--- src/common/dsp_seq_pkg.sv ---
`default_nettype none

package dsp_seq_pkg;

	// one adc sample, also one dac lane
	localparam int SAMPLE_W = 16;
	// lanes packed in one dac word
	localparam int DAC_LANES = 16;
	// keep every fourth dac lane
	localparam int US_RATIO = 4;
	// lanes left after undersampling
	localparam int US_LANES = 4;

	typedef logic [SAMPLE_W-1:0] sample_t;

	// full dac word as it leaves the element outputs
	typedef logic [DAC_LANES*SAMPLE_W-1:0] dac_word_t;

	// mixer input word
	// adc samples are zero-extended into it
	typedef logic [US_LANES*SAMPLE_W-1:0] bb_word_t;

	// accumulator result, x upper half and y lower half
	typedef logic [63:0] acc_data_t;

	// shot numbers and shot counts
	typedef logic [31:0] shot_cnt_t;

	// mixer source select
	// 0 adc, 1 and 2 undersampled dac, 3 hold
	typedef logic [1:0] bb_sel_t;

	// shot sequencer states
	// neighbouring states differ in one bit
	typedef enum logic [2:0] {
		st_idle      = 3'b000,
		st_start     = 3'b001,
		st_proc_run  = 3'b011,
		st_elem_busy = 3'b010,
		st_more_shot = 3'b110,
		st_shot_add  = 3'b111,
		st_done      = 3'b101
	} seq_state_t;

endpackage

`default_nettype wire

--- src/design/accbuf_writer.sv ---
`default_nettype none

module accbuf_writer #(
	parameter int NDLO = 4,
	parameter int ACC_ADDR_W = 4
) (
	input wire dspif,
	input wire rst_n,
	input wire [NDLO-1:0] acc_valid,
	input wire dsp_seq_pkg::acc_data_t acc_data [NDLO],
	input wire acc_reset,
	output logic [NDLO-1:0] acc_we,
	output logic [ACC_ADDR_W-1:0] acc_addr [NDLO],
	output dsp_seq_pkg::acc_data_t acc_wdata [NDLO]
);

	// accumulator reset, one stage, shared by all channels
	logic acc_reset_r;
	// address parked at the top of the buffer
	logic [NDLO-1:0] addr_last;

	always_comb begin
		for (int i = 0; i < NDLO; i++) begin
			addr_last[i] = &acc_addr[i];
		end
	end

	// strobe and reset, one cycle
	always_ff @(posedge dspif or negedge rst_n) begin
		if (!rst_n) begin
			acc_reset_r <= 1'b0;
			acc_we      <= '0;
		end else begin
			acc_reset_r <= acc_reset;
			acc_we      <= acc_valid;
		end
	end

	// data rides along with acc_we
	always_ff @(posedge dspif) begin
		acc_wdata <= acc_data;
	end

	// step after every write, stop at all ones
	// later writes land on the last word
	always_ff @(posedge dspif or negedge rst_n) begin
		if (!rst_n) begin
			for (int i = 0; i < NDLO; i++) begin
				acc_addr[i] <= '0;
			end
		end else begin
			for (int i = 0; i < NDLO; i++) begin
				if (acc_reset_r) begin
					acc_addr[i] <= '0;
				end else if (acc_we[i] && !addr_last[i]) begin
					acc_addr[i] <= acc_addr[i] + 1'b1;
				end
			end
		end
	end

	for (genvar ch = 0; ch < NDLO; ch++) begin : g_lock_chk
		a_addr_lock: assert property (@(posedge dspif) disable iff (!rst_n)
			(addr_last[ch] && !acc_reset_r) |=> (acc_addr[ch] != '0))
			else $error("accumulation address wrapped without reset");
	end

endmodule

`default_nettype wire

--- src/design/baseband_select.sv ---
`default_nettype none

module baseband_select (
	input wire dspif,
	input wire rst_n,
	input wire dsp_seq_pkg::sample_t adc [2],
	input wire dsp_seq_pkg::dac_word_t dac [4],
	input wire dsp_seq_pkg::bb_sel_t bb1_sel,
	input wire dsp_seq_pkg::bb_sel_t bb2_sel,
	output dsp_seq_pkg::bb_word_t bb1,
	output dsp_seq_pkg::bb_word_t bb2
);
	import dsp_seq_pkg::*;

	// first stage, adc as received
	sample_t adc_r [2];
	// first stage, every US_RATIO-th dac lane
	bb_word_t dac_us [4];

	// pick one mixer source
	// anything past 2 keeps the last word
	function automatic bb_word_t pick_src(
		input bb_sel_t sel,
		input bb_word_t held,
		input bb_word_t src0,
		input bb_word_t src1,
		input bb_word_t src2
	);
		case (sel)
			2'd0: return src0;
			2'd1: return src1;
			2'd2: return src2;
			default: return held;
		endcase
	endfunction

	// data path registers
	always_ff @(posedge dspif) begin
		adc_r <= adc;
		for (int i = 0; i < $size(dac); i++) begin
			for (int j = 0; j < US_LANES; j++) begin
				// lane j from dac lane US_RATIO*j
				dac_us[i][j*SAMPLE_W +: SAMPLE_W] <= dac[i][j*US_RATIO*SAMPLE_W +: SAMPLE_W];
			end
		end
	end

	// second stage, registered mux per mixer path
	// bb1 sees adc 0 or dac 0/1, bb2 sees adc 1 or dac 2/3
	always_ff @(posedge dspif or negedge rst_n) begin
		if (!rst_n) begin
			bb1 <= '0;
			bb2 <= '0;
		end else begin
			bb1 <= pick_src(bb1_sel, bb1, bb_word_t'(adc_r[0]), dac_us[0], dac_us[1]);
			bb2 <= pick_src(bb2_sel, bb2, bb_word_t'(adc_r[1]), dac_us[2], dac_us[3]);
		end
	end

endmodule

`default_nettype wire

--- src/design/dsp_core.sv ---
`default_nettype none

module dsp_core #(
	// processor cores on the handshake
	parameter int NPROC = 4,
	// demodulation channels with a buffer each
	parameter int NDLO = 4,
	parameter int ACC_ADDR_W = 4
) (
	input wire dspif,
	input wire rst_n,

	// host shot control
	input wire start,
	input wire dsp_seq_pkg::shot_cnt_t nshot,
	output logic last_shot_done,
	output dsp_seq_pkg::shot_cnt_t shot_cnt,

	// core handshake
	output logic [NPROC-1:0] proc_reset,
	input wire [NPROC-1:0] proc_done,
	input wire [NPROC-1:0] elem_idle,

	// converter data and mixer inputs
	input wire dsp_seq_pkg::sample_t adc [2],
	input wire dsp_seq_pkg::dac_word_t dac [4],
	input wire dsp_seq_pkg::bb_sel_t bb1_sel,
	input wire dsp_seq_pkg::bb_sel_t bb2_sel,
	output dsp_seq_pkg::bb_word_t bb1,
	output dsp_seq_pkg::bb_word_t bb2,

	// accumulator results and buffer write side
	input wire [NDLO-1:0] acc_valid,
	input wire dsp_seq_pkg::acc_data_t acc_data [NDLO],
	input wire acc_reset,
	output logic [NDLO-1:0] acc_we,
	output logic [ACC_ADDR_W-1:0] acc_addr [NDLO],
	output dsp_seq_pkg::acc_data_t acc_wdata [NDLO]
);

	// shot loop over all cores
	shot_sequencer #(
		.NPROC (NPROC)
	) shot_sequencer_i (
		.dspif          (dspif),
		.rst_n          (rst_n),
		.start          (start),
		.nshot          (nshot),
		.proc_done      (proc_done),
		.elem_idle      (elem_idle),
		.proc_reset     (proc_reset),
		.last_shot_done (last_shot_done),
		.shot_cnt       (shot_cnt)
	);

	// mixer sources, 2 cycles from converter to bb
	baseband_select baseband_select_i (
		.dspif   (dspif),
		.rst_n   (rst_n),
		.adc     (adc),
		.dac     (dac),
		.bb1_sel (bb1_sel),
		.bb2_sel (bb2_sel),
		.bb1     (bb1),
		.bb2     (bb2)
	);

	// one write port per demodulation channel
	accbuf_writer #(
		.NDLO       (NDLO),
		.ACC_ADDR_W (ACC_ADDR_W)
	) accbuf_writer_i (
		.dspif     (dspif),
		.rst_n     (rst_n),
		.acc_valid (acc_valid),
		.acc_data  (acc_data),
		.acc_reset (acc_reset),
		.acc_we    (acc_we),
		.acc_addr  (acc_addr),
		.acc_wdata (acc_wdata)
	);

endmodule

`default_nettype wire

--- src/sequencer/shot_counter.sv ---
`default_nettype none

module shot_counter (
	input wire dspif,
	input wire rst_n,
	input wire load,
	input wire clear,
	input wire count,
	input wire dsp_seq_pkg::shot_cnt_t nshot,
	output logic another_shot,
	output dsp_seq_pkg::shot_cnt_t shot_cnt
);
	import dsp_seq_pkg::*;

	// shot number held for the whole run
	shot_cnt_t nshot_r;
	// completed shots of the current run
	shot_cnt_t run_cnt;
	// run_cnt plus one, one cycle behind
	shot_cnt_t next_cnt;

	// nshot only follows the input while the sequencer idles
	always_ff @(posedge dspif or negedge rst_n) begin
		if (!rst_n) begin
			nshot_r <= '0;
		end else if (load) begin
			nshot_r <= nshot;
		end
	end

	// clear on a new start, count once per finished shot
	always_ff @(posedge dspif or negedge rst_n) begin
		if (!rst_n) begin
			run_cnt <= '0;
		end else if (clear) begin
			run_cnt <= '0;
		end else if (count) begin
			run_cnt <= run_cnt + 1'b1;
		end
	end

	// two stage compare, settled long before more_shot reads it
	// nshot_r of zero never ends the run
	always_ff @(posedge dspif or negedge rst_n) begin
		if (!rst_n) begin
			next_cnt     <= '0;
			another_shot <= 1'b0;
		end else begin
			next_cnt     <= run_cnt + 1'b1;
			another_shot <= (next_cnt != nshot_r) || (nshot_r == '0);
		end
	end

	// completed shots go straight out
	assign shot_cnt = run_cnt;

	// clear comes from idle and count from more_shot
	a_count_clear: assert property (@(posedge dspif) disable iff (!rst_n)
		!(count && clear))
		else $error("shot counter cleared and counted in one cycle");

endmodule

`default_nettype wire

--- src/sequencer/shot_sequencer.sv ---
`default_nettype none

module shot_sequencer #(
	parameter int NPROC = 4
) (
	input wire dspif,
	input wire rst_n,
	input wire start,
	input wire dsp_seq_pkg::shot_cnt_t nshot,
	input wire [NPROC-1:0] proc_done,
	input wire [NPROC-1:0] elem_idle,
	output logic [NPROC-1:0] proc_reset,
	output logic last_shot_done,
	output dsp_seq_pkg::shot_cnt_t shot_cnt
);
	import dsp_seq_pkg::*;

	seq_state_t state;
	seq_state_t next_state;

	// every core finished its program
	logic all_done_r;
	// every core has its elements stopped
	logic all_idle_r;
	logic another_shot;
	logic cnt_load;
	logic cnt_clear;
	logic cnt_count;

	// handshake levels, one register stage
	always_ff @(posedge dspif or negedge rst_n) begin
		if (!rst_n) begin
			all_done_r <= 1'b0;
			all_idle_r <= 1'b0;
		end else begin
			all_done_r <= &proc_done;
			all_idle_r <= &elem_idle;
		end
	end

	always_ff @(posedge dspif or negedge rst_n) begin
		if (!rst_n) begin
			state <= st_idle;
		end else begin
			state <= next_state;
		end
	end

	always_comb begin
		next_state = st_idle;
		case (state)
			st_idle: next_state = start ? st_start : st_idle;
			// cores leave reset here
			st_start: next_state = st_proc_run;
			// variable latency until the last core reports done
			st_proc_run: next_state = all_done_r ? st_elem_busy : st_proc_run;
			st_elem_busy: next_state = all_idle_r ? st_more_shot : st_elem_busy;
			st_more_shot: next_state = another_shot ? st_shot_add : st_done;
			st_shot_add: next_state = st_start;
			st_done: next_state = st_idle;
			default: next_state = st_idle;
		endcase
	end

	// outputs come from next_state so they line up with the state
	// cores run only in start and proc_run
	always_ff @(posedge dspif or negedge rst_n) begin
		if (!rst_n) begin
			proc_reset     <= '1;
			last_shot_done <= 1'b0;
		end else begin
			proc_reset     <= {NPROC{!(next_state inside {st_start, st_proc_run})}};
			last_shot_done <= (next_state == st_done);
		end
	end

	// nshot tracks the host while idle
	assign cnt_load  = (state == st_idle);
	// a new run starts from zero
	assign cnt_clear = (state == st_idle) && start;
	// shot counted on the way out of more_shot
	// so shot_cnt already equals nshot during done
	assign cnt_count = (state == st_more_shot);

	shot_counter shot_counter_i (
		.dspif        (dspif),
		.rst_n        (rst_n),
		.load         (cnt_load),
		.clear        (cnt_clear),
		.count        (cnt_count),
		.nshot        (nshot),
		.another_shot (another_shot),
		.shot_cnt     (shot_cnt)
	);

	a_reset_window: assert property (@(posedge dspif) disable iff (!rst_n)
		(proc_reset != '1) |-> (state inside {st_start, st_proc_run}))
		else $error("cores out of reset outside start and proc_run");

	a_done_pulse: assert property (@(posedge dspif) disable iff (!rst_n)
		last_shot_done |=> !last_shot_done)
		else $error("last_shot_done held for two cycles");

endmodule

`default_nettype wire

--- config.mk ---
export PLATFORM = sky130hd
export DESIGN_NAME = dsp_core
export DESIGN_NICKNAME = d
export VERILOG_FILES = /design/src/common/dsp_seq_pkg.sv /design/src/design/accbuf_writer.sv /design/src/design/baseband_select.sv /design/src/design/dsp_core.sv /design/src/sequencer/shot_counter.sv /design/src/sequencer/shot_sequencer.sv
export SDC_FILE = /design/constraint.sdc
export NUM_CORES = 1
export LEC_CHECK = 0
export BUFFER_PORTS_ARGS = -buffer_cell sky130_fd_sc_hd__buf_2
export CAP_MARGIN = 0
export CELL_PAD_IN_SITES_DETAIL_PLACEMENT = 1
export CELL_PAD_IN_SITES_GLOBAL_PLACEMENT = 1
export CORE_AREA = 2 2 713 715
export DETAILED_ROUTE_END_ITERATION = 12
export DIE_AREA = 0 0 715 717
export GPL_TIMING_DRIVEN = 0
export PLACE_DENSITY = 0.3
export SLEW_MARGIN = 20
export SYNTH_ARGS = -nofsm -noshare
export SYNTH_HDL_FRONTEND = slang
export SYNTH_SLANG_ARGS = --single-unit
--- constraint.sdc ---
create_clock -name dspif -period 1.96 [get_ports dspif]
set_clock_uncertainty 0.05 [all_clocks]
set_input_delay 0 -clock dspif [delete_from_list [all_inputs] [get_ports dspif]]
set_output_delay 0 -clock dspif [all_outputs]
set_load 0.01 [all_outputs]
==> impl_metrics.py <==
metrics = {
    "synth": {
        "seq_area_frac_synth_pct": 76.02,
        "yosysMostFrequentCell": "dfxtp_1",
        "synth_top_family_by_area": "compound AO/OA/AOI/OAI gates",
        "syn_area_sq_mm": 0.02265,
        "synth_fa_ha_area_share_pct": 0.6075,
        "synth_simple_gate_area_share_pct": 6.738,
        "synthXorXnorAreaFrac_pct": 2.900,
        "synth-seq-cells": 797,
        "yosys.cell_types.count": 54,
        "synthMuxAreaShare_pct": 1.635,
        "synth_edf_count": 0,
        "synthTopCellsByCount": "dfxtp_1, dfrtp_1, nand2_1",
        "netlist_instances": 1722,
        "syn-mean-instance-area_sq_um": 13.16,
        "synth_ff_type": "dfxtp_1",
        "synthArstFlopShare_pct": 31.74,
        "synth.largest_area_cell": "dfxtp_1",
        "syn_nets": 3097,
        "synth_warnings": 0,
        "synth_compound_area_share_pct": 10.17,
        "synth_area_leaders": "dfxtp_1, dfrtp_1, a22oi_1, o21ai_0, nand2_1",
        "synth_top_area_share_pct": 48.07,
    },
    "worst_setup_path": {
        "critPathKind": "in2reg",
        "cp_slowest_cell": "a22oi_1",
        "crit_fanout": 11,
        "cp_cell_sequence": "buf_2 -> inv_1 -> ha_1 -> clkbuf_2 -> clkbuf_1 -> a22oi_1 -> o21ai_0",
        "cp-end-kind": "register",
        "critPathLaunchType": "input pin",
        "slowest_delay_ps": 1310,
        "crit_required_ps": 2590,
        "reg2reg_from": "shot_sequencer_i.shot_counter_i.shot_cnt[20]$_DFFE_PN0P_",
        "critical_path_arrival_ps": 2870,
        "cp-startpoint": "bb1_sel[1]",
    },
    "timing": {
        "finalHoldViolCount": 0,
        "final_max_slew_viol_count": 1,
        "setup_tns_ps": -427.6,
        "fin_crit_ps": 2244,
        "fin_crit_sh_pct": 114.5,
        "hold-worst-slack_ps": 39.60,
        "timing.final.ws_setup_ps": -284.3,
        "setup_viol": 7,
        "slew_headroom_pct": -2.415,
        "rsz0062_at_grt": "true",
        "worst_pin_slew_ps": 1536,
        "fmax_mhz": 445.6,
    },
    "floorplanning": {
        "start_util_pct": 4.490,
        "rows": 261,
        "die_y_um": 717,
        "boundaryPins": 1805,
        "die_w_um": 715,
        "dieArea_sq_mm": 0.5127,
        "core_area_sq_mm": 0.5045,
    },
    "clocking": {
        "cts_buffer_depth": 4,
        "cts_made_buffers": 114,
        "cts_tree": "built",
        "clkSlewWorstSetupHoldPaths_ps": 60,
        "cts_sinks": 797,
        "cts_root_buf": "clkbuf_16",
        "htreeDepth": 3,
        "clk-insertion-delay-late_ps": 880,
    },
    "pwr": {
        "power.density_mw_per_mm2": 935.2,
        "ir_worst_vdd_v": 0.0006774,
        "leakagePower_nw": 21.80,
    },
    "min_path": {
        "hold_class": "in2reg",
        "hold_start": "bb2_sel[1]",
    },
    "status": {
        "outcome": "finished with violations",
        "violations": "max-slew violations, negative setup slack",
    },
    "global_routing": {
        "grt_pass1_wl_um": 241700,
        "antenna_found_initial": 152,
        "overflow": 0,
        "grt_use_total_pct": 7.085,
        "grt_max_degree": 73,
        "grt_pass1_vias": 26283,
    },
    "routing": {
        "drt_first_pass_iters": 4,
        "initialDrtViolationCount": 613,
        "routed_wirelength_um": 187900,
        "routedWlPerCell_um": 17.09,
        "vias_per_cell": 2.133,
        "postRouteAntennaNets": 0,
        "drc": 0,
        "via_count": 23467,
    },
    "finish": {
        "final_nets": 5532,
        "syn_to_final_growth_pct": 139.1,
        "final_cells": 11000,
        "drive_above_1_share_pct": 35.87,
        "fin_util_pct": 10.73,
    },
    "place": {
        "dpl.hpwl_um": 150100,
        "placed_cells": 9527,
        "port_buffers": 1036,
        "gp_congestion": 0.7233,
    },
    "flow_run": {
        "drv_cap": 0,
    },
}
==> stage by stage <==
stage / total power [W] / cell area [sq um] / setup WS (ps)
after floorplan: 0.02180 / 22660 / 13.94
after CTS: 0.05221 / 53780 / -52.54
after global routing: 0.05345 / 54080 / -116.6
after detailed placement: 0.02641 / 37310 / -1644
after global placement: 0.02613 / 36240 / -6012
final: 0.05065 / 54160 / -284.3
==> cell type report <==
class                      count  area (sq um)
antenna                       43         107.6
buffer                        90         479.2
clock buffer                 152          3294
clock inverter                58         693.2
fill                       59159        450400
inverter                       8         30.03
multi-input combinational    819          5558
sequential                   797         17240
tap                         6706          8391
timing repair buffer        2327         18370
==> metal layers <==
layer | part of all wire (%) | global-route usage [%]
met4 | 4.0 | 2.780
met2 | 48 | 12.14
met1 | 41 | 8.338
met5 | 0.14 | 0
met3 | 6.8 | 1.973
==> worst paths after layout <==
check / to / slack, ps / cells past startpoint
min in group asynchronous: shot_sequencer_i.shot_counter_i.nshot_r[4]$_DFFE_PN0N_ / 320 / 4
worst max register to register: shot_sequencer_i.shot_counter_i.next_cnt[31]$_DFF_PN0_ / -30 / 4
worst min register to register: baseband_select_i.bb1[34]$_DFFE_PN0P_ / 430 / 2
max in group asynchronous: accbuf_writer_i.acc_we[1]$_DFF_PN0_ / 1010 / 4
worst max-delay path: baseband_select_i.bb1[38]$_DFFE_PN0P_ / -280 / 7
worst min-delay path: baseband_select_i.bb2[1]$_DFFE_PN0P_ / 40 / 6
==> timing repair <==
action | in CTS | in global routing
gates resized for setup | 93 | 47
cloned | 0 | 1
pin swaps | 16 | 23
setup buffers | 37 | 13
endpoints found under the setup margin | 99 | 51
endpoints found under the hold margin | 849 | 1
hold buffers | 1176 | 1
==> critical path, delay by kind of cell <==
family	cells	cell delay, ps
adders and majority gates	1	170
AOI/OAI and AO/OA	2	1480
buffers and inverters	4	1160
==> registers in the layout, indices dropped and copies added, names as in the netlist <==
signal	count
accbuf_writer_i.acc_reset_r	1
shot_sequencer_i.shot_counter_i.another_shot	1
shot_sequencer_i.shot_counter_i.shot_cnt	32
baseband_select_i.adc_r	32
shot_sequencer_i.shot_counter_i.nshot_r	32
shot_sequencer_i.all_idle_r	1
baseband_select_i.dac_us	256
accbuf_writer_i.acc_addr	16
shot_sequencer_i.proc_reset	1
shot_sequencer_i.last_shot_done	1
accbuf_writer_i.acc_we	4
shot_sequencer_i.state	3
baseband_select_i.bb2	64
shot_sequencer_i.shot_counter_i.next_cnt	32
baseband_select_i.bb1	64
shot_sequencer_i.all_done_r	1
accbuf_writer_i.acc_wdata	256
==> power breakdown <==
part | internal, W | switching (W) | total (W) | leakage, nW
Combinational | 0.00443 | 0.00433 | 0.00875 | 12.0
Sequential | 0.0180 | 0.00151 | 0.0195 | 7.86
Clock | 0.0133 | 0.00912 | 0.0224 | 1.95
Total | 0.0357 | 0.0150 | 0.0506 | 21.8
==> cell usage in the layout (no fill, tap or decap), types with 19 or more instances in the layout <==
master,netlist,routed
xnor2_1,52,41
nand2_1,164,160
dlygate4sd3_1,0,1176
dfxtp_1,544,544
nand3_1,27,23
nor2_1,63,58
buf_2,9,1037
xor2_1,23,21
buf_4,4,52
dfrtp_1,252,237
buf_6,1,47
a22oi_1,128,102
clkbuf_16,0,122
a22oi_2,0,26
clkbuf_1,77,58
diode_2,0,43
o21ai_0,142,138
a21oi_1,43,39
nand4_1,19,19
clkbuf_2,3,23
mux2_2,32,32
==> cell families (layout without fill, tap and decap cells) <==
group / Yosys count / after routing
and+or+nand+nor: 333 / 333
muxes: 33 / 33
adders and majority gates: 11 / 11
xor gates and xnor gates: 75 / 75
buffers and inverters: 106 / 2635
DFF: 797 / 797
AOI/OAI and AO/OA: 367 / 367
other: 0 / 43
(Power assumes the default switching activity.)
